[src/usbdev_link_pkg.sv]
// Timing constants and link state encoding shared by the link monitor RTL and its testbench

package usbdev_link_pkg;

  //////////////////////////////////////////////////
  // Timing constants
  //////////////////////////////////////////////////

  // Clock cycles per microsecond at 48 MHz
  localparam logic [5:0]  TICK_DIV           = 6'd48;
  // Equal samples needed before a filtered line changes
  localparam logic [2:0]  FILTER_CYCLES      = 3'd6;
  // SE0 longer than 2.5 us is a bus reset, 3 us keeps clear of resume EOP
  localparam logic [2:0]  RESET_TIMEOUT_US   = 3'd3;
  // Idle J for 3 ms means the host suspended the bus
  localparam logic [11:0] SUSPEND_TIMEOUT_US = 12'd3000;
  // One frame plus slack for host and device clock offset
  localparam logic [9:0]  SOF_TIMEOUT_US     = 10'd1005;
  // Missed frames in a row that count as a lost host
  localparam logic [2:0]  HOST_LOST_FRAMES   = 3'd4;

  //////////////////////////////////////////////////
  // Link states
  //////////////////////////////////////////////////

  typedef enum logic [2:0] {
    // No VBUS or pull-up off
    LinkDisconnected     = 3'd0,
    // Attached but never reset
    LinkPowered          = 3'd1,
    LinkPoweredSuspended = 3'd2,
    // Reset seen, frames flowing
    LinkActive           = 3'd3,
    LinkSuspended        = 3'd4,
    LinkActiveNoSof      = 3'd5,
    LinkResuming         = 3'd6
  } link_state_e;

endpackage

[src/usbdev_link_ev_if.sv]
// Event bundle between the reset and idle detectors and the link state machine

`timescale 1ns/1ps

interface usbdev_link_ev_if;

  // End of a valid bus reset, one cycle
  logic ev_reset;
  // Bus reset in progress
  logic link_reset;
  // Bus idle for the suspend time, one cycle
  logic ev_bus_inactive;
  // State machine wants inactivity timing
  logic monitor_inac;

  modport reset_det (
    output ev_reset,
    output link_reset
  );

  modport idle_det (
    output ev_bus_inactive,
    input  monitor_inac
  );

  modport fsm (
    input  ev_reset,
    input  link_reset,
    input  ev_bus_inactive,
    output monitor_inac
  );

endinterface

[src/usbdev_idle_det.sv]
// Bus idle detector, raises the inactivity event after the suspend time while monitoring is on

`timescale 1ns/1ps

module usbdev_idle_det (
  input  logic          clk_48mhz_i,
  input  logic          rst_ni,
  input  logic          us_tick_i,
  input  logic          rx_idle_det_i,
  usbdev_link_ev_if.idle_det ev
);

  typedef enum logic [1:0] {
    InacActive,
    InacCount,
    InacPend
  } inac_state_e;

  inac_state_e inac_state_d, inac_state_q;
  logic [11:0] inac_timer_d, inac_timer_q;
  logic        stop_count;

  // Any non-idle symbol or monitoring turned off
  assign stop_count = ~rx_idle_det_i | ~ev.monitor_inac;

  always_comb begin
    inac_state_d       = inac_state_q;
    inac_timer_d       = inac_timer_q;
    ev.ev_bus_inactive = 1'b0;
    unique case (inac_state_q)
      // Bus busy or monitoring disabled
      InacActive: begin
        inac_timer_d = '0;
        if (!stop_count) begin
          inac_state_d = InacCount;
        end
      end
      // Idle line, time it
      InacCount: begin
        if (stop_count) begin
          inac_state_d = InacActive;
        end else if (us_tick_i) begin
          if (inac_timer_q == usbdev_link_pkg::SUSPEND_TIMEOUT_US) begin
            inac_state_d       = InacPend;
            ev.ev_bus_inactive = 1'b1;
          end else begin
            inac_timer_d = inac_timer_q + 12'd1;
          end
        end
      end
      // Event already sent, hold until activity
      InacPend: begin
        if (stop_count) begin
          inac_state_d = InacActive;
        end
      end
      default: inac_state_d = InacActive;
    endcase
  end

  always_ff @(posedge clk_48mhz_i or negedge rst_ni) begin
    if (!rst_ni) begin
      inac_state_q <= InacActive;
      inac_timer_q <= '0;
    end else begin
      inac_state_q <= inac_state_d;
      inac_timer_q <= inac_timer_d;
    end
  end

  inac_state_valid_a: assert property (@(posedge clk_48mhz_i) disable iff (!rst_ni)
    inac_state_q inside {InacActive, InacCount, InacPend})
    else $error("Idle detector state illegal");

  // The state machine must have asked for inactivity timing
  inac_needs_monitor_a: assert property (@(posedge clk_48mhz_i) disable iff (!rst_ni)
    ev.ev_bus_inactive |-> ev.monitor_inac)
    else $error("Bus inactive event without monitoring");

endmodule

[src/usbdev_line_filter.sv]
// Glitch filter for line SE0 and VBUS sense, feeds the reset detector and link state machine

`timescale 1ns/1ps

module usbdev_line_filter (
  input  logic clk_48mhz_i,
  input  logic rst_ni,
  input  logic usb_dp_i,
  input  logic usb_dn_i,
  input  logic usb_oe_i,
  input  logic usb_sense_i,
  output logic see_se0_o,
  output logic see_pwr_sense_o
);

  // Bit 0 is SE0, bit 1 is VBUS sense
  logic [1:0] line_raw;
  logic [1:0] line_filt_q;
  logic [usbdev_link_pkg::FILTER_CYCLES-1:0] hist_q [2];

  // SE0 only counts while we are not driving the pins ourselves
  assign line_raw[0] = ~usb_dp_i & ~usb_dn_i & ~usb_oe_i;
  assign line_raw[1] = usb_sense_i;

  always_ff @(posedge clk_48mhz_i or negedge rst_ni) begin
    if (!rst_ni) begin
      for (int i = 0; i < 2; i++) begin
        hist_q[i] <= '0;
      end
      line_filt_q <= '0;
    end else begin
      for (int i = 0; i < 2; i++) begin
        // Newest sample enters at bit 0
        hist_q[i] <= {hist_q[i][usbdev_link_pkg::FILTER_CYCLES-2:0], line_raw[i]};
        // Output moves only once the whole history agrees
        if (&hist_q[i]) begin
          line_filt_q[i] <= 1'b1;
        end else if (~|hist_q[i]) begin
          line_filt_q[i] <= 1'b0;
        end
      end
    end
  end

  assign see_se0_o       = line_filt_q[0];
  assign see_pwr_sense_o = line_filt_q[1];

endmodule

[src/usbdev_link_top.sv]
// Top level of the USB full-speed link monitor, wires timebase, filter, detectors and FSM

`timescale 1ns/1ps

module usbdev_link_top (
  input  logic       clk_48mhz_i,
  input  logic       rst_ni,
  input  logic       usb_sense_i,
  input  logic       usb_dp_i,
  input  logic       usb_dn_i,
  input  logic       usb_oe_i,
  input  logic       usb_pullup_en_i,
  input  logic       rx_idle_det_i,
  input  logic       rx_j_det_i,
  input  logic       sof_detected_i,
  input  logic       resume_link_active_i,
  output logic       link_disconnect_o,
  output logic       link_powered_o,
  output logic       link_reset_o,
  output logic       link_active_o,
  output logic       link_suspend_o,
  output logic       link_resume_o,
  output logic       host_lost_o,
  output logic       sof_missed_o,
  output logic [2:0] link_state_o
);

  logic us_tick;
  logic see_se0;
  logic see_pwr_sense;

  // Detector events toward the state machine
  usbdev_link_ev_if link_ev ();

  usbdev_us_timebase u_timebase (
    .clk_48mhz_i (clk_48mhz_i),
    .rst_ni      (rst_ni),
    .us_tick_o   (us_tick)
  );

  usbdev_line_filter u_line_filter (
    .clk_48mhz_i     (clk_48mhz_i),
    .rst_ni          (rst_ni),
    .usb_dp_i        (usb_dp_i),
    .usb_dn_i        (usb_dn_i),
    .usb_oe_i        (usb_oe_i),
    .usb_sense_i     (usb_sense_i),
    .see_se0_o       (see_se0),
    .see_pwr_sense_o (see_pwr_sense)
  );

  usbdev_reset_det u_reset_det (
    .clk_48mhz_i (clk_48mhz_i),
    .rst_ni      (rst_ni),
    .us_tick_i   (us_tick),
    .see_se0_i   (see_se0),
    .ev          (link_ev.reset_det)
  );

  usbdev_idle_det u_idle_det (
    .clk_48mhz_i   (clk_48mhz_i),
    .rst_ni        (rst_ni),
    .us_tick_i     (us_tick),
    .rx_idle_det_i (rx_idle_det_i),
    .ev            (link_ev.idle_det)
  );

  usbdev_linkstate u_linkstate (
    .clk_48mhz_i          (clk_48mhz_i),
    .rst_ni               (rst_ni),
    .us_tick_i            (us_tick),
    .see_pwr_sense_i      (see_pwr_sense),
    .usb_pullup_en_i      (usb_pullup_en_i),
    .rx_idle_det_i        (rx_idle_det_i),
    .rx_j_det_i           (rx_j_det_i),
    .sof_detected_i       (sof_detected_i),
    .resume_link_active_i (resume_link_active_i),
    .ev                   (link_ev.fsm),
    .link_disconnect_o    (link_disconnect_o),
    .link_powered_o       (link_powered_o),
    .link_reset_o         (link_reset_o),
    .link_active_o        (link_active_o),
    .link_suspend_o       (link_suspend_o),
    .link_resume_o        (link_resume_o),
    .host_lost_o          (host_lost_o),
    .sof_missed_o         (sof_missed_o),
    .link_state_o         (link_state_o)
  );

endmodule

[src/usbdev_linkstate.sv]
// Link state machine with missed SOF and host loss supervision, driven by the detector events

`timescale 1ns/1ps

module usbdev_linkstate (
  input  logic                         clk_48mhz_i,
  input  logic                         rst_ni,
  input  logic                         us_tick_i,
  input  logic                         see_pwr_sense_i,
  input  logic                         usb_pullup_en_i,
  input  logic                         rx_idle_det_i,
  input  logic                         rx_j_det_i,
  input  logic                         sof_detected_i,
  input  logic                         resume_link_active_i,
  usbdev_link_ev_if.fsm                ev,
  output logic                         link_disconnect_o,
  output logic                         link_powered_o,
  output logic                         link_reset_o,
  output logic                         link_active_o,
  output logic                         link_suspend_o,
  output logic                         link_resume_o,
  output logic                         host_lost_o,
  output logic                         sof_missed_o,
  output usbdev_link_pkg::link_state_e link_state_o
);

  usbdev_link_pkg::link_state_e state_d, state_q;
  logic       ev_bus_active;
  logic [9:0] sof_timer_q;
  logic [2:0] miss_cnt_q;

  // Any non-idle symbol counts as bus activity
  assign ev_bus_active = ~rx_idle_det_i;

  assign link_state_o      = state_q;
  assign link_disconnect_o = (state_q == usbdev_link_pkg::LinkDisconnected);
  assign link_powered_o    = see_pwr_sense_i;
  assign link_reset_o      = ev.link_reset;
  assign link_active_o     = (state_q == usbdev_link_pkg::LinkActive) |
                             (state_q == usbdev_link_pkg::LinkActiveNoSof);
  assign link_suspend_o    = (state_q == usbdev_link_pkg::LinkSuspended) |
                             (state_q == usbdev_link_pkg::LinkPoweredSuspended);

  // Idle timing only matters where suspend can follow
  assign ev.monitor_inac = see_pwr_sense_i &
                           ((state_q == usbdev_link_pkg::LinkPowered) | link_active_o);

  always_comb begin
    state_d       = state_q;
    link_resume_o = 1'b0;
    // Lost VBUS or pull-up disabled overrides everything
    if (!see_pwr_sense_i || !usb_pullup_en_i) begin
      state_d = usbdev_link_pkg::LinkDisconnected;
    end else begin
      unique case (state_q)
        usbdev_link_pkg::LinkDisconnected: state_d = usbdev_link_pkg::LinkPowered;
        usbdev_link_pkg::LinkPowered: begin
          if (ev.ev_reset) begin
            state_d = usbdev_link_pkg::LinkActiveNoSof;
          end else if (resume_link_active_i) begin
            // Software resume after a power down of this block
            state_d = usbdev_link_pkg::LinkResuming;
          end else if (ev.ev_bus_inactive) begin
            state_d = usbdev_link_pkg::LinkPoweredSuspended;
          end
        end
        usbdev_link_pkg::LinkPoweredSuspended: begin
          if (ev.ev_reset) begin
            state_d = usbdev_link_pkg::LinkActiveNoSof;
          end else if (ev_bus_active) begin
            link_resume_o = 1'b1;
            state_d       = usbdev_link_pkg::LinkPowered;
          end
        end
        // Wait for J after resume signaling before timing frames
        usbdev_link_pkg::LinkResuming: begin
          if (rx_j_det_i || ev.ev_reset) begin
            link_resume_o = 1'b1;
            state_d       = usbdev_link_pkg::LinkActiveNoSof;
          end
        end
        usbdev_link_pkg::LinkActiveNoSof: begin
          if (ev.ev_bus_inactive) begin
            state_d = usbdev_link_pkg::LinkSuspended;
          end else if (sof_detected_i) begin
            state_d = usbdev_link_pkg::LinkActive;
          end
        end
        usbdev_link_pkg::LinkActive: begin
          if (ev.ev_bus_inactive) begin
            state_d = usbdev_link_pkg::LinkSuspended;
          end else if (ev.ev_reset) begin
            state_d = usbdev_link_pkg::LinkActiveNoSof;
          end
        end
        usbdev_link_pkg::LinkSuspended: begin
          if (ev.ev_reset) begin
            link_resume_o = 1'b1;
            state_d       = usbdev_link_pkg::LinkActiveNoSof;
          end else if (ev_bus_active) begin
            state_d = usbdev_link_pkg::LinkResuming;
          end
        end
        default: state_d = usbdev_link_pkg::LinkDisconnected;
      endcase
    end
  end

  always_ff @(posedge clk_48mhz_i or negedge rst_ni) begin
    if (!rst_ni) begin
      state_q <= usbdev_link_pkg::LinkDisconnected;
    end else begin
      state_q <= state_d;
    end
  end

  //////////////////////////////////////////////////
  // Missed SOF and host loss
  //////////////////////////////////////////////////

  assign sof_missed_o = (sof_timer_q == usbdev_link_pkg::SOF_TIMEOUT_US);
  assign host_lost_o  = (miss_cnt_q == usbdev_link_pkg::HOST_LOST_FRAMES);

  always_ff @(posedge clk_48mhz_i or negedge rst_ni) begin
    if (!rst_ni) begin
      sof_timer_q <= '0;
      miss_cnt_q  <= '0;
    end else begin
      // Frame timer restarts on every SOF or miss
      if (sof_missed_o || sof_detected_i || !link_active_o || ev.link_reset) begin
        sof_timer_q <= '0;
      end else if (us_tick_i) begin
        sof_timer_q <= sof_timer_q + 10'd1;
      end
      // Miss count saturates at the host lost limit
      if (sof_detected_i || !link_active_o || ev.link_reset) begin
        miss_cnt_q <= '0;
      end else if (sof_missed_o && !host_lost_o) begin
        miss_cnt_q <= miss_cnt_q + 3'd1;
      end
    end
  end

  link_state_valid_a: assert property (@(posedge clk_48mhz_i) disable iff (!rst_ni)
    state_q inside {usbdev_link_pkg::LinkDisconnected, usbdev_link_pkg::LinkPowered,
                    usbdev_link_pkg::LinkPoweredSuspended, usbdev_link_pkg::LinkActive,
                    usbdev_link_pkg::LinkSuspended, usbdev_link_pkg::LinkActiveNoSof,
                    usbdev_link_pkg::LinkResuming})
    else $error("Link state illegal");

endmodule

[src/usbdev_reset_det.sv]
// Bus reset detector, times filtered SE0 and reports reset level and end-of-reset event

`timescale 1ns/1ps

module usbdev_reset_det (
  input  logic           clk_48mhz_i,
  input  logic           rst_ni,
  input  logic           us_tick_i,
  input  logic           see_se0_i,
  usbdev_link_ev_if.reset_det ev
);

  typedef enum logic [1:0] {
    RstNone,
    RstCount,
    RstPend
  } rst_state_e;

  rst_state_e rst_state_d, rst_state_q;
  logic [2:0] rst_timer_d, rst_timer_q;

  always_comb begin
    rst_state_d = rst_state_q;
    rst_timer_d = rst_timer_q;
    unique case (rst_state_q)
      // Line not in SE0
      RstNone: begin
        if (see_se0_i) begin
          rst_state_d = RstCount;
          rst_timer_d = '0;
        end
      end
      // SE0 seen, count microseconds
      RstCount: begin
        if (!see_se0_i) begin
          rst_state_d = RstNone;
        end else if (us_tick_i) begin
          if (rst_timer_q == usbdev_link_pkg::RESET_TIMEOUT_US) begin
            rst_state_d = RstPend;
          end else begin
            rst_timer_d = rst_timer_q + 3'd1;
          end
        end
      end
      // Valid reset, wait for the line to leave SE0
      RstPend: begin
        if (!see_se0_i) begin
          rst_state_d = RstNone;
        end
      end
      default: rst_state_d = RstNone;
    endcase
  end

  // Reset level ends in the same cycle the event fires
  assign ev.link_reset = (rst_state_q == RstPend) & see_se0_i;
  assign ev.ev_reset   = (rst_state_q == RstPend) & ~see_se0_i;

  always_ff @(posedge clk_48mhz_i or negedge rst_ni) begin
    if (!rst_ni) begin
      rst_state_q <= RstNone;
      rst_timer_q <= '0;
    end else begin
      rst_state_q <= rst_state_d;
      rst_timer_q <= rst_timer_d;
    end
  end

  rst_state_valid_a: assert property (@(posedge clk_48mhz_i) disable iff (!rst_ni)
    rst_state_q inside {RstNone, RstCount, RstPend})
    else $error("Reset detector state illegal");

endmodule

[src/usbdev_us_timebase.sv]
// Microsecond tick generator, one clock pulse per microsecond for all link timers

`timescale 1ns/1ps

module usbdev_us_timebase (
  input  logic clk_48mhz_i,
  input  logic rst_ni,
  output logic us_tick_o
);

  logic [5:0] div_cnt_q;
  logic       div_wrap;

  // Last cycle of each microsecond
  assign div_wrap = (div_cnt_q == usbdev_link_pkg::TICK_DIV - 6'd1);

  always_ff @(posedge clk_48mhz_i or negedge rst_ni) begin
    if (!rst_ni) begin
      div_cnt_q <= '0;
      us_tick_o <= 1'b0;
    end else begin
      div_cnt_q <= div_wrap ? 6'd0 : div_cnt_q + 6'd1;
      // Registered so the first tick lands 48 cycles after reset
      us_tick_o <= div_wrap;
    end
  end

  div_cnt_range_a: assert property (@(posedge clk_48mhz_i) disable iff (!rst_ni)
    div_cnt_q <= usbdev_link_pkg::TICK_DIV - 6'd1)
    else $error("Timebase divider out of range");

endmodule

[config.mk]
export PLATFORM = sky130hd
export DESIGN_NAME = usbdev_link_top
export DESIGN_NICKNAME = d
export VERILOG_FILES = /design/src/usbdev_link_pkg.sv /design/src/usbdev_link_ev_if.sv /design/src/usbdev_idle_det.sv /design/src/usbdev_line_filter.sv /design/src/usbdev_link_top.sv /design/src/usbdev_linkstate.sv /design/src/usbdev_reset_det.sv /design/src/usbdev_us_timebase.sv
export SDC_FILE = /design/constraint.sdc
export NUM_CORES = 1
export LEC_CHECK = 0
export BUFFER_PORTS_ARGS = -buffer_cell sky130_fd_sc_hd__buf_2
export CAP_MARGIN = 10
export CELL_PAD_IN_SITES_DETAIL_PLACEMENT = 0
export CELL_PAD_IN_SITES_GLOBAL_PLACEMENT = 2
export CORE_ASPECT_RATIO = 0.9
export CORE_MARGIN = 8
export CORE_UTILIZATION = 39
export CTS_BUF_LIST = sky130_fd_sc_hd__clkbuf_4 sky130_fd_sc_hd__clkbuf_8 sky130_fd_sc_hd__clkbuf_16
export DETAILED_ROUTE_END_ITERATION = 6
export HOLD_SLACK_MARGIN = 0.15
export PLACE_DENSITY_LB_ADDON = 0.1
export SYNTH_ARGS = -nofsm -noshare
export SYNTH_HDL_FRONTEND = slang
export SYNTH_SLANG_ARGS = --single-unit
[constraint.sdc]
create_clock -name clk_48mhz_i -period 2.6 [get_ports clk_48mhz_i]
set_input_delay 0.26 -clock clk_48mhz_i [delete_from_list [all_inputs] [get_ports clk_48mhz_i]]
set_output_delay 0.26 -clock clk_48mhz_i [all_outputs]
set_load 0.03 [all_outputs]
* Word level (Yosys, flattened, before mapping)
Index checks and enable logic that the tools add are counted.
** Operators by class
- $lt $le $gt $ge :: 0
- Multiply operators :: 0
- Reduce and logical (&&, ||, !) cells :: 28
- Shifts and indexed selects :: 0
- Add/subtract/negate cells :: 5
- Div/mod/pow operators :: 0
- Equal/unequal tests :: 37
- Mux-type cells :: 54
- Bitwise gates (word level) :: 15
** Operators by type and width (number)
- 2-to-1 mux 3 bit :: 19
- 2-to-1 mux 12 bit :: 3
- case mux 12 bit (2 select lines) :: 1
- case mux 3 bit (7 select lines) :: 1
- 2-to-1 mux 10 bit :: 2
- 2-to-1 mux 2 bit :: 10
- inequality test 2 bit, second input constant :: 9
- AND reduction 6 bit :: 3
- 2-to-1 mux 1 bit :: 13
- adder 12 x 1 -> 12 bit, second input constant :: 1
- == test 12 bit, second input constant :: 1
- == test 3 bit, second input constant :: 4
- inequality test 4 x 3 -> 1 bit, second input constant :: 3
- case mux 2 bit (3 select lines) :: 2
- AND reduction 4 bit :: 3
- OR reduction 6 bit :: 2
- adder 10 x 1 -> 10 bit, second input constant :: 1
- == test 10 bit, second input constant :: 1
- == test 3 x 2 -> 1 bit, second input constant :: 3
- nonzero test 2 bit :: 4
- logical OR 1 bit :: 7
- adder 3 x 1 -> 3 bit, second input constant :: 2
- adder 6 x 1 -> 6 bit, second input constant :: 1
- == test 6 bit, second input constant :: 1
- other kinds (20) :: 42
** Word-level totals
- Memories :: 0
- Output and inout bits :: 11
- Bits in registers :: 56
- Bits in read-only memories :: 0
- RAM bits :: 0
- Bits of input ports :: 11
- Bits in latches :: 0

* Longest topological paths before layout
Gate-level depths: netlist of the first run.
- Depth in word-level cells :: 13
- Mapped depth :: 7
- Depth with buffers taken out :: 7

* Modules after synthesis
Synthesis of the first run repeated with hierarchy kept, for this count alone.
** Unflattened totals
- Cell total of the unflattened synthesis :: 284
- Area, all modules :: 2842.7 um2
** Modules (own cells, without submodules)
- usbdev_linkstate :: instances 1, sequential area each 400.4 um2, area an instance 1054.8 um2, cells each 122
- usbdev_idle_det :: instances 1, sequential area each 350.3 um2, area an instance 795.8 um2, cells each 83
- usbdev_line_filter :: instances 1, sequential area each 350.3 um2, area an instance 420.4 um2, cells each 25
- usbdev_reset_det :: instances 1, sequential area each 125.1 um2, area an instance 287.8 um2, cells each 31
- usbdev_us_timebase :: instances 1, sequential area each 175.2 um2, area an instance 284.0 um2, cells each 23

* Least setup slack after synthesis of the first run
No wires, ideal clock.
- Path type :: flip-flop to flip-flop
- Start :: reg u_linkstate.state_q[0] (netlist: u_linkstate.link_state_o[0])
- End :: reg u_linkstate.sof_timer_q[1]
- Period minus slack after synthesis :: 2.184 ns
- Path slack :: 0.416 ns
- Stages on the path, launching flop included :: 8
- Library setup time :: 0.094 ns
- Arrival time :: 2.090 ns
- Data required time :: 2.506 ns
- Cells stage by stage :: dfrtp_1 -> buf_4 -> inv_1 -> nor2_1 -> nand2_1 -> or2_2 -> buf_2 -> a211oi_1
** On the way
- Word-level cells in the longest chain between the ends :: 6
- Elaborated cells on any way between the ends :: 8
- Classes of those cells :: 2 x eq/ne; 1 x mux; 1 x bitwise; 4 x reduce/logical
** Ends and longest elaborated chain
- start, declared :: line usbdev_linkstate.sv:27 : usbdev_link_pkg::link_state_e state_d, state_q;
- start signal, assigned :: line usbdev_linkstate.sv:111 : state_q <= usbdev_link_pkg::LinkDisconnected;
- start signal, assigned :: line usbdev_linkstate.sv:113 : state_q <= state_d;
- == test 3 x 2 -> 1 bit or == test 3 bit (tied branches) :: line usbdev_linkstate.sv:39, usbdev_linkstate.sv:40
- OR 1 bit (*) :: line usbdev_linkstate.sv:39 : assign link_active_o = (state_q == usbdev_link_pkg::LinkActive) |
- net link_active_o :: line usbdev_link_top.sv:20 : output logic link_active_o,
- logical NOT 1 bit (*) :: line usbdev_linkstate.sv:130 : if (sof_missed_o || sof_detected_i || !link_active_o || ev.link_reset) begin
- logical OR 1 bit (*) (2 in series) :: line usbdev_linkstate.sv:130
- 2-to-1 mux 10 bit or nonzero test 2 bit (tied branches)
- end signal, assigned :: line usbdev_linkstate.sv:133 : sof_timer_q <= sof_timer_q + 10'd1;
- end, declared :: line usbdev_linkstate.sv:29 : logic [9:0] sof_timer_q;
Mark *: on every way through the listed nets, which the timed path passes. The rest lies on a longest branch.
A chain may end at the register's enable or synchronous reset.

* Final worst setup path of the first run
- Start :: reg u_idle_det.inac_timer_q[0]
- End :: reg u_linkstate.state_q[2] (netlist: u_linkstate.link_state_o[2])
** On the way
- Word-level cells in the longest chain between the ends :: 8
- Elaborated cells on any way between the ends :: 13
- Classes of those cells :: 4 x eq/ne; 8 x mux; 1 x reduce/logical
** Ends and longest elaborated chain
- start, declared :: line usbdev_idle_det.sv:20 : logic [11:0] inac_timer_d, inac_timer_q;
- start signal, assigned :: line usbdev_idle_det.sv:67 : inac_timer_q <= inac_timer_d;
- == test 12 bit (*) :: line usbdev_idle_det.sv:43 : if (inac_timer_q == usbdev_link_pkg::SUSPEND_TIMEOUT_US) begin
- 2-to-1 mux 1 bit (*) :: line usbdev_idle_det.sv:43
- 2-to-1 mux 1 bit (*) :: line usbdev_idle_det.sv:42 : end else if (us_tick_i) begin
- 2-to-1 mux 1 bit (*) :: line usbdev_idle_det.sv:40 : if (stop_count) begin
- 2-to-1 mux 1 bit (*) :: line usbdev_idle_det.sv:30 : unique case (inac_state_q)
- 2-to-1 mux 3 bit, on equally long branches :: line usbdev_linkstate.sv:90, usbdev_linkstate.sv:83
- case mux 3 bit (7 select lines) :: line usbdev_linkstate.sv:55 : unique case (state_q)
- 2-to-1 mux 3 bit :: line usbdev_linkstate.sv:52 : if (!see_pwr_sense_i || !usb_pullup_en_i) begin
Mark *: on every way between the ends. The rest lies on a longest branch, timed or not.

==> impl_metrics.py, run 1 <==
metrics = {
    "run_status": {
        "outcome": "completed",
    },
    "power_and_ir_drop": {
        "p_leak_nw": 1.353,
        "p_per_area_nw_per_um2": 611.4,
        "power_mw": 1.927,
        "ir_drop_v": 0.0002828,
    },
    "yosys": {
        "async_reset_ff_share_pct": 100.0,
        "synth-main-ff-cell": "dfrtp_1",
        "yosysWarnings": 0,
        "yosys.cell_types.count": 51,
        "synth_area_per_cell_um2": 10.15,
        "ys_seq_elements": 56,
        "synthCells": 276,
        "yosysSeqAreaShare_pct": 50.00,
        "synth_area_um2": 2803,
        "synth-edff-count": 0,
        "synthesis.nets": 296,
    },
    "clock_tree": {
        "post-cts-setup-buffers": 0,
        "clockBufferDepth": 2,
        "clk_latency_ns": 0.30,
        "hold_buffers": 4,
        "htreeDepth": 2,
        "cts_made_buffers": 5,
        "cts_root_buffer": "clkbuf_8",
        "cts_tree": "done",
        "clkSinkCount": 56,
        "ctsResizeCount": 0,
        "path_clk_slew_ns": 0.10,
    },
    "detailed_routing": {
        "wl_per_cell_um": 13.82,
        "postRouteAntennaNets": 0,
        "drcViolationCount": 0,
        "vias": 2035,
        "vias_per_cell": 5.088,
        "drt_iter0_drc": 61,
        "drt_pre_antenna_iters": 4,
        "wirelength_um": 5527,
    },
    "floorplanning": {
        "die_w_um": 105.4,
        "start_util_pct": 40.02,
        "core_um2": 7003,
        "die_h_um": 96.42,
        "boundaryPins": 22,
        "rows": 29,
        "die_area_um2": 10160,
    },
    "sta": {
        "setup_viol": 0,
        "fin_ws_ns": 0.3666,
        "min_period_ns": 2.233,
        "finalCritPeriodShare_pct": 85.90,
        "slew_headroom_pct": 51.68,
        "worst_pin_slew_ns": 0.7248,
        "clock_skew_ns": 0.005233,
        "fin_tns_setup_ns": 0,
        "fmax_mhz": 447.7,
        "slew_viol_final": 0,
        "finalHoldViolations": 0,
        "rsz0062_at_grt": "false",
    },
    "layout": {
        "fin_nets": 326,
        "multi_input_area_um2": 1326,
        "n_fill_cell": 699,
        "area_growth_pct": 12.46,
        "antenna_cells": 0,
        "seq_area_um2": 1401,
        "drive_above_1_share_pct": 13.68,
    },
    "run": {
        "maxCapViolCount": 0,
    },
    "critical_path": {
        "critPathCaptureType": "flip-flop",
        "crit_arrival_ns": 2.46,
        "start_kind": "flip-flop",
        "crit_fanout": 10,
        "cp.required_ns": 2.83,
        "worstSetupPathType": "flip-flop to flip-flop",
    },
    "global_routing": {
        "grt_overflow": 0,
        "grt_max_degree": 33,
        "grt_usage_pct": 11.17,
        "grt_pass1_vias": 1977,
        "antenna_found_initial": 0,
        "grt_pass1_wl_um": 9308,
    },
    "place": {
        "dp_slack_ns": 0.3874,
        "place.gp.congestion": 0.7297,
        "numPortBuffers": 21,
        "hpwl_um": 3988,
    },
    "worst_hold_path": {
        "holdCritPathClass": "input port to flip-flop",
    },
}
==> routing by layer <==
metal | vias to the layer above | global-route usage, % | part of all wire [%]
met5 | - | 0 | 0
met4 | 0 | 3.321 | 0.43
met3 | 2 | 2.918 | 3.6
met2 | 29 | 16.81 | 43
met1 | 964 | 15.49 | 53
li1 | 1040 | - | -
==> through the flow <==
step,instances,instance area (um2),hold WS [ns],util [%]
after global placement,388,3020,0.3675,43.13
after CTS,400,3152,0.2226,45.01
after detailed placement,388,3020,0.3620,43.13
final,400,3152,0.2332,45.01
after floorplan,276,2803,-0.03559,-
after global routing,400,3152,0.2556,45.01
==> flip-flops by register name, summed over array words and instances, names as in the netlist <==
name,cells
u_idle_det.inac_state_q,2
u_idle_det.inac_timer_q,12
u_line_filter.hist_q,12
u_line_filter.line_filt_q,2
u_linkstate.link_state_o,3
u_linkstate.miss_cnt_q,3
u_linkstate.sof_timer_q,10
u_reset_det.rst_state_q,2
u_reset_det.rst_timer_q,3
u_timebase.div_cnt_q,6
u_timebase.us_tick_o,1
==> kinds of logic (layout without fill, tap and decap cells) <==
group / Yosys count / in the layout / share of synthesized area [%]
buffers and inverters: 17 / 48 / 2.678
DFF: 56 / 56 / 50.00
and+or+nand+nor: 128 / 128 / 25.22
muxes: 4 / 4 / 1.562
xor gates and xnor gates: 23 / 23 / 7.187
adders and majority gates: 9 / 9 / 4.018
AOI/OAI and AO/OA: 39 / 39 / 9.331
==> worst max-delay path, stage by stage, from the launching register on <==
cell,delay (ns)
dfrtp_1,0.43
inv_1,0.10
ha_1,0.20
nand4b_4,0.13
nor3_4,0.37
nor3b_4,0.39
mux2_1,0.35
a32oi_1,0.19
==> Yosys cell counts (all sizes together), types with 5 or more instances <==
| master | count | area (um2) |
|---|---|---|
| a31oi | 5 | 31.28 |
| buf | 5 | 30.02 |
| dfrtp | 56 | 1401 |
| ha | 9 | 112.6 |
| inv | 11 | 41.29 |
| nand2 | 24 | 90.09 |
| nand2b | 5 | 31.28 |
| nand3 | 12 | 70.07 |
| nand4 | 9 | 56.30 |
| nor2 | 38 | 142.6 |
| nor3 | 10 | 61.31 |
| nor4 | 5 | 31.28 |
| o21ai | 12 | 60.06 |
| xnor2 | 17 | 148.9 |
| xor2 | 6 | 52.55 |
==> power by group <==
part           internal (mW)  switching (mW)  leakage [nW]
Combinational          0.165           0.286         0.552
Sequential             0.905          0.0891         0.753
Clock                  0.194           0.289        0.0485
Total                   1.26           0.663          1.35
==> layout by cell type, fill, tap and decap left out, drive strengths merged, types with 2 or more instances in the layout <==
| cell | synthesis | routed |
|---|---|---|
| dfrtp | 56 | 56 |
| nor2 | 38 | 38 |
| buf | 5 | 25 |
| nand2 | 24 | 24 |
| xnor2 | 17 | 17 |
| o21ai | 12 | 12 |
| inv | 11 | 12 |
| nand3 | 12 | 12 |
| nor3 | 10 | 10 |
| nand4 | 9 | 9 |
| ha | 9 | 9 |
| xor2 | 6 | 6 |
| nor4 | 5 | 5 |
| nand2b | 5 | 5 |
| a31oi | 5 | 5 |
| clkbuf | 1 | 5 |
| a21oi | 4 | 4 |
| dlygate4sd3 | 0 | 4 |
| nor3b | 4 | 4 |
| nand4b | 4 | 4 |
| o211ai | 3 | 3 |
| a22o | 3 | 3 |
| and3 | 3 | 3 |
| nor4b | 3 | 3 |
| mux2 | 3 | 3 |
| a21o | 2 | 2 |
| or2 | 2 | 2 |
| or4 | 2 | 2 |
| clkinv | 0 | 2 |
==> worst paths after layout <==
check	startpoint	endpoint	slack, ns	cells after the start
setup / recovery	u_idle_det.inac_timer_q[0]	u_linkstate.link_state_o[2]	0.37	7
hold / removal	usb_pullup_en_i	u_linkstate.link_state_o[2]	0.23	3
setup reg to reg	u_idle_det.inac_timer_q[0]	u_linkstate.link_state_o[2]	0.37	7
hold reg to reg	u_line_filter.hist_q[2]	u_line_filter.hist_q[3]	0.39	0
max in group asynchronous	rst_ni	u_reset_det.rst_timer_q[1]	1.38	3
min in group asynchronous	rst_ni	u_timebase.div_cnt_q[4]	0.54	2
==> final cells by class <==
cell class / instances / share of cell area [%]
Clock inverter: 3 / 0.7146
Timing Repair Buffer: 29 / 5.558
Clock buffer: 5 / 2.183
Multi-Input combinational cell: 203 / 42.08
Sequential cell: 56 / 44.46
Inverter: 11 / 1.310
Tap cell: 93 / 3.692
No activity file was read; power rests on OpenSTA's default activity.
==> run 2: changes to the inputs <==
--- a/config.mk
+++ b/config.mk
@@ -14,6 +14,7 @@
 export CORE_UTILIZATION = 39
 export CTS_BUF_LIST = sky130_fd_sc_hd__clkbuf_4 sky130_fd_sc_hd__clkbuf_8 sky130_fd_sc_hd__clkbuf_16
 export DETAILED_ROUTE_END_ITERATION = 6
+export GPL_TIMING_DRIVEN = 0
 export HOLD_SLACK_MARGIN = 0.15
 export PLACE_DENSITY_LB_ADDON = 0.1
 export SYNTH_ARGS = -nofsm -noshare
==> constraint.sdc (replaced) <==
create_clock -name clk_48mhz_i -period 2.3 [get_ports clk_48mhz_i]
set_input_delay 0.23 -clock clk_48mhz_i [delete_from_list [all_inputs] [get_ports clk_48mhz_i]]
set_output_delay 0.23 -clock clk_48mhz_i [all_outputs]
set_load 0.03 [all_outputs]
==> run 2 against run 1 <==
  * Utilization increased by 0.45 points
  * Highest routed layer unchanged
  * First-iteration DRC count grew 30%
  * Largest cell class unchanged
  * Critical endpoint is now link_resume_o
  * Via count is 1.8% higher
  * Hold slack worse by 0.0053 ns
  * Die area is the same
  * Global-route usage rose by 0.51 points
  * Register-to-register slack worse by 0.12 ns
==> impl_metrics.py, run 2 (synthesized netlist as in run 1, its figures left out) <==
metrics = {
    "floorplanning": {
        "die_h_um": 96.42,
        "die_area_um2": 10160,
        "start_util_pct": 40.02,
        "core_um2": 7003,
        "rows": 29,
        "boundaryPins": 22,
        "die_w_um": 105.4,
    },
    "global_routing": {
        "grt_max_degree": 30,
        "grt_usage_pct": 11.68,
        "antenna_found_initial": 0,
        "grt_overflow": 0,
        "grt_pass1_wl_um": 9604,
        "grt_pass1_vias": 2021,
    },
    "critical_path": {
        "cp_cell_sequence": "nor3b_1 -> clkbuf_2 -> a21o_1 -> a21oi_1 -> nor3_1 -> buf_2",
        "cp.required_ns": 2.07,
        "crit_arrival_ns": 1.83,
        "start_kind": "flip-flop",
        "crit_fanout": 10,
        "worstSetupPathType": "flip-flop to output pin",
        "critPathMaxStageDelay_ns": 0.46,
        "rrSetupSlack_ns": 0.25,
        "critPathCaptureType": "output pin",
        "cp_slowest_cell": "dfrtp_1",
    },
    "sta": {
        "slew_headroom_pct": 53.08,
        "min_period_ns": 2.063,
        "slew_viol_final": 0,
        "finalHoldViolations": 0,
        "fmax_mhz": 484.8,
        "rsz0062_at_grt": "false",
        "clock_skew_ns": 0.01587,
        "fin_tns_setup_ns": 0,
        "worst_pin_slew_ns": 0.7037,
        "setup_viol": 0,
        "finalCritPeriodShare_pct": 89.68,
    },
    "power_and_ir_drop": {
        "p_per_area_nw_per_um2": 694.6,
        "p_leak_nw": 1.376,
        "ir_drop_v": 0.0003235,
    },
    "detailed_routing": {
        "wirelength_um": 5567,
        "wl_met2_um": 2423,
        "wl_met1_um": 2882,
        "drt_iter0_drc": 79,
        "vias": 2071,
        "maxUsedRoutingLayer": "met4",
        "postRouteAntennaNets": 0,
        "drt_pre_antenna_iters": 4,
        "drcViolationCount": 0,
        "vias_per_cell": 5.126,
        "met3_length_um": 216,
        "wl_per_cell_um": 13.78,
    },
    "layout": {
        "layout_commonest_cell": "dfrtp_1",
        "n_fill_cell": 699,
        "area_growth_pct": 13.57,
        "largestRegisters": "u_idle_det.inac_timer_q x12, u_line_filter.hist_q x12, u_linkstate.sof_timer_q x10",
        "drive_above_1_share_pct": 14.79,
        "fin_nets": 330,
        "layout_common_cells": "dfrtp_1, nor2_1, buf_2, nand2_1, xnor2_1",
        "final_util_pct": 45.45,
        "fin_cells": 404,
        "antenna_cells": 0,
    },
    "clock_tree": {
        "path_clk_slew_ns": 0.10,
        "htreeDepth": 2,
        "clockBufferDepth": 2,
        "cts_root_buffer": "clkbuf_8",
        "cts_made_buffers": 5,
        "clk_latency_ns": 0.31,
        "cts_tree": "done",
        "clkSinkCount": 56,
    },
    "place": {
        "place.gp.congestion": 0.7122,
        "numPortBuffers": 21,
        "placed_cells": 391,
        "hpwl_um": 3953,
    },
    "run": {
        "maxCapViolCount": 0,
    },
    "run_status": {
        "outcome": "completed",
    },
    "worst_hold_path": {
        "holdCritPathClass": "input port to flip-flop",
    },
}
[run 2: final cells by class]
type                            instances  area (um2)  share of cell area, %
Tap cell                               93       116.4                  3.656
Clock buffer                            6       76.32                  2.398
Timing Repair Buffer                   27       172.7                  5.425
Buffer                                  6       35.03                  1.101
Multi-Input combinational cell        203        1326                  41.67
Clock inverter                          2       13.76                 0.4324
Sequential cell                        56        1401                  44.03
Inverter                               11       41.29                  1.297
[run 2: what timing repair did]
item                                    4_1_cts  5_1_grt
pin swaps                                     1        0
resized for setup                             0        2
buffers inserted                              1        0
endpoints found under the hold margin        30        0
hold buffers                                  4        0
endpoints found under the setup margin        1        1
[run 2: worst paths after layout]
| path | from | endpoint | depth (start not counted) |
|---|---|---|---|
| min in group asynchronous | rst_ni | u_idle_det.inac_timer_q[5] | 2 |
| setup / recovery | u_line_filter.line_filt_q[0] | link_resume_o | 6 |
| hold / removal | usb_pullup_en_i | u_linkstate.link_state_o[2] | 3 |
| setup reg to reg | u_idle_det.inac_timer_q[0] | u_linkstate.link_state_o[2] | 7 |
| max in group asynchronous | rst_ni | u_linkstate.miss_cnt_q[0] | 3 |
| hold reg to reg | u_line_filter.hist_q[8] | u_line_filter.hist_q[9] | 0 |
[run 2: metal layers]
layer / track usage (%) / vias up
li1: - / 1047
met1: 15.38 / 991
met2: 18.38 / 31
met3: 3.316 / 2
met4: 3.559 / 0
met5: 0 / -
[run 2: power breakdown]
group | total (mW) | switching, mW | internal, mW
clock network | 0.556 | 0.326 | 0.230
logic | 0.576 | 0.373 | 0.204
registers | 1.08 | 0.0541 | 1.02
[run 2: worst max-delay path, delay by kind of cell (launching register included)]
kind	cells	cell delay, ns
AO/OA/AOI/OAI	2	0.17
AND/OR/NAND/NOR	2	0.41
buffers and inverters	2	0.49
flip-flops	1	0.46
[run 2: per-stage QoR]
step / area, um2 / hold slack [ns] / power, mW / setup WS [ns]
2_1_floorplan: 2803 / -0.06559 / 1.500 / 0.1160
3_3_place_gp: 3024 / 0.3383 / 1.679 / 0.02586
3_5_place_dp: 3044 / 0.3235 / 1.680 / 0.03733
4_1_cts: 3182 / 0.2165 / 2.250 / 0.06942
5_1_grt: 3183 / 0.2214 / 2.346 / 0.06174
6_report: 3183 / 0.2278 / 2.211 / 0.2374
==> run 3: changes to the inputs <==
--- a/config.mk
+++ b/config.mk
@@ -12,11 +12,10 @@
 export CORE_ASPECT_RATIO = 0.9
 export CORE_MARGIN = 8
 export CORE_UTILIZATION = 39
-export CTS_BUF_LIST = sky130_fd_sc_hd__clkbuf_4 sky130_fd_sc_hd__clkbuf_8 sky130_fd_sc_hd__clkbuf_16
 export DETAILED_ROUTE_END_ITERATION = 6
 export GPL_TIMING_DRIVEN = 0
 export HOLD_SLACK_MARGIN = 0.15
-export PLACE_DENSITY_LB_ADDON = 0.1
+export PLACE_DENSITY = 0.87
 export SYNTH_ARGS = -nofsm -noshare
 export SYNTH_HDL_FRONTEND = slang
 export SYNTH_SLANG_ARGS = --single-unit
==> run 3 against run 2 <==
  * Final cell count stayed put
  * First-iteration DRC count is 23% lower
  * Critical path depth is 1 higher
  * Die area stayed put
  * Combinational power is 0.7% lower
  * Wire length is 2.7% lower
  * Global-route usage is 0.42 points higher
  * Register-to-register slack worse by 0.05 ns
  * Clock power is 17% higher
==> impl_metrics.py, run 3 (synthesized netlist as in run 1, its figures left out) <==
metrics = {
    "run_status": {
        "outcome": "completed",
    },
    "floorplanning": {
        "die_h_um": 96.42,
        "boundaryPins": 22,
        "die_area_um2": 10160,
        "core_um2": 7003,
        "start_util_pct": 40.02,
        "rows": 29,
        "die_w_um": 105.4,
    },
    "sta": {
        "finalHoldViolations": 0,
        "slew_viol_final": 0,
        "fin_tns_setup_ns": 0,
        "setup_viol": 0,
        "slew_headroom_pct": 53.49,
        "fmax_mhz": 476.0,
        "finalCritPeriodShare_pct": 91.35,
        "rsz0062_at_grt": "false",
        "clock_skew_ns": 0.008587,
        "min_period_ns": 2.101,
        "worst_pin_slew_ns": 0.6951,
    },
    "run": {
        "maxCapViolCount": 0,
    },
    "layout": {
        "fin_cells": 404,
        "fin_area_um2": 3204,
        "fin_nets": 330,
        "layout_commonest_cell": "dfrtp_1",
        "drive_above_1_share_pct": 14.79,
        "layout_common_cells": "dfrtp_1, nor2_1, buf_2, nand2_1, xnor2_1",
        "area_growth_pct": 14.33,
        "largestRegisters": "u_idle_det.inac_timer_q x12, u_line_filter.hist_q x12, u_linkstate.sof_timer_q x10",
        "antenna_cells": 0,
        "n_fill_cell": 678,
    },
    "place": {
        "place.gp.congestion": 0.7775,
        "placed_cells": 391,
        "postPlaceCellArea_um2": 3044,
        "numPortBuffers": 21,
        "hpwl_um": 3878,
    },
    "critical_path": {
        "reg2reg_to": "u_linkstate.link_state_o[2]",
        "critPathTopFamily": "simple AND/OR/NAND/NOR gates",
        "start_kind": "flip-flop",
        "crit_path_start": "u_idle_det.inac_timer_q[0]",
        "endpoint": "u_linkstate.link_state_o[2]",
        "worstSetupPathType": "flip-flop to flip-flop",
        "cp_cell_sequence": "inv_1 -> ha_1 -> nand4b_4 -> nor3_4 -> nor3b_4 -> mux2_1 -> a32oi_1",
        "rrSetupSlack_ns": 0.20,
        "path_buf_inv": 1,
        "crit_fanout": 6,
        "cp.required_ns": 2.53,
        "r2r.worst_path.cells": 7,
        "worst-path-stages": 7,
        "cp_slowest_cell": "dfrtp_1",
        "critPathMaxStageDelay_ns": 0.43,
        "crit_arrival_ns": 2.33,
        "critPathCaptureType": "flip-flop",
        "r2r-start": "u_idle_det.inac_timer_q[0]",
    },
    "worst_hold_path": {
        "holdCritPathClass": "input port to flip-flop",
    },
    "global_routing": {
        "grt_overflow": 0,
        "grt_pass1_wl_um": 9998,
        "grt_pass1_vias": 2063,
        "grt_max_degree": 34,
        "grt_usage_pct": 12.10,
        "antenna_found_initial": 0,
    },
    "detailed_routing": {
        "drt_iter0_drc": 61,
        "drt_pre_antenna_iters": 4,
        "postRouteAntennaNets": 0,
        "wirelength_um": 5416,
        "vias_per_cell": 5.126,
        "drcViolationCount": 0,
        "vias": 2071,
        "wl_per_cell_um": 13.41,
    },
    "clock_tree": {
        "clkSinkCount": 56,
        "clk_latency_ns": 0.31,
        "cts_made_buffers": 5,
        "path_clk_slew_ns": 0.10,
        "htreeDepth": 2,
        "clockBufferDepth": 2,
        "cts_tree": "done",
        "cts_root_buffer": "clkbuf_8",
    },
    "power_and_ir_drop": {
        "p_leak_nw": 1.382,
        "ir_drop_v": 0.0003188,
        "p_per_area_nw_per_um2": 717.3,
    },
}
==> run 3: cell types whose count changed in the layout (fill, tap and decap cells not counted), sizes merged <==
| cell | before | now |
|---|---|---|
| bufinv | 0 | 1 |
| clkbuf | 7 | 6 |
| clkinvlp | 0 | 1 |
| inv | 12 | 11 |
==> run 3: worst reg2reg max path, cell delays in order (launching register included) <==
cell and delay (ns):
dfrtp_1 0.43, inv_1 0.10, ha_1 0.20, nand4b_4 0.14, nor3_4 0.25, nor3b_4 0.36
mux2_1 0.36, a32oi_1 0.19
==> run 3: routing by layer <==
layer | global-route usage (%) | vias to the layer above | share of wire [%]
li1 | - | 1048 | -
met3 | 3.117 | 4 | 3.3
met5 | 0 | - | 0
met1 | 16.17 | 996 | 52
met4 | 4.626 | 0 | 1.1
met2 | 18.59 | 23 | 43
==> run 3: how the worst min path moves through the flow <==
stage | to | slack [ns] | cells past startpoint | startpoint
2_1_floorplan | u_idle_det.inac_state_q[0] | -0.07 | 0 | rst_ni
6_report | u_linkstate.link_state_o[2] | 0.19 | 3 | usb_pullup_en_i
5_1_grt | u_linkstate.link_state_o[2] | 0.21 | 3 | usb_pullup_en_i
3_5_place_dp | u_timebase.div_cnt_q[1] | 0.26 | 1 | rst_ni
3_3_place_gp | u_line_filter.hist_q[0] | 0.34 | 1 | usb_sense_i
4_1_cts | u_linkstate.link_state_o[2] | 0.18 | 3 | usb_pullup_en_i
==> run 3: what timing repair did <==
item / 4_1_cts / 5_1_grt
resized for setup: 0 / 2
setup endpoints to repair: 0 / 2
hold buffers: 4 / 0
endpoints found under the hold margin: 25 / 0
setup buffers: 0 / 1
==> run 3: power breakdown <==
part / switching [mW] / internal, mW / leakage, nW / total [mW]
registers: 0.0537 / 1.02 / 0.753 / 1.08
logic: 0.368 / 0.204 / 0.574 / 0.572
clock network: 0.326 / 0.323 / 0.0541 / 0.648
==> run 3: area by class of cell <==
| class | instances | area, um2 | area share (%) |
|---|---|---|---|
| inverter | 11 | 41.29 | 1.289 |
| timing repair buffer | 27 | 172.7 | 5.389 |
| clock buffer | 5 | 68.82 | 2.148 |
| sequential | 56 | 1401 | 43.73 |
| multi-input combinational | 203 | 1326 | 41.39 |
| tap | 93 | 116.4 | 3.631 |
| buffer | 6 | 35.03 | 1.093 |
| clock inverter | 3 | 42.54 | 1.328 |
==> run 3: through the flow <==
step / util, % / setup slack [ns] / total power [mW] / hold WS, ns
2_1_floorplan: - / 0.1160 / 1.500 / -0.06559
3_3_place_gp: 43.18 / 0.01353 / 1.674 / 0.3399
3_5_place_dp: 43.47 / 0.02771 / 1.674 / 0.2645
4_1_cts: 45.63 / 0.001893 / 2.342 / 0.1805
5_1_grt: 45.76 / 0.07131 / 2.447 / 0.2060
6_report: 45.76 / 0.1990 / 2.298 / 0.1941
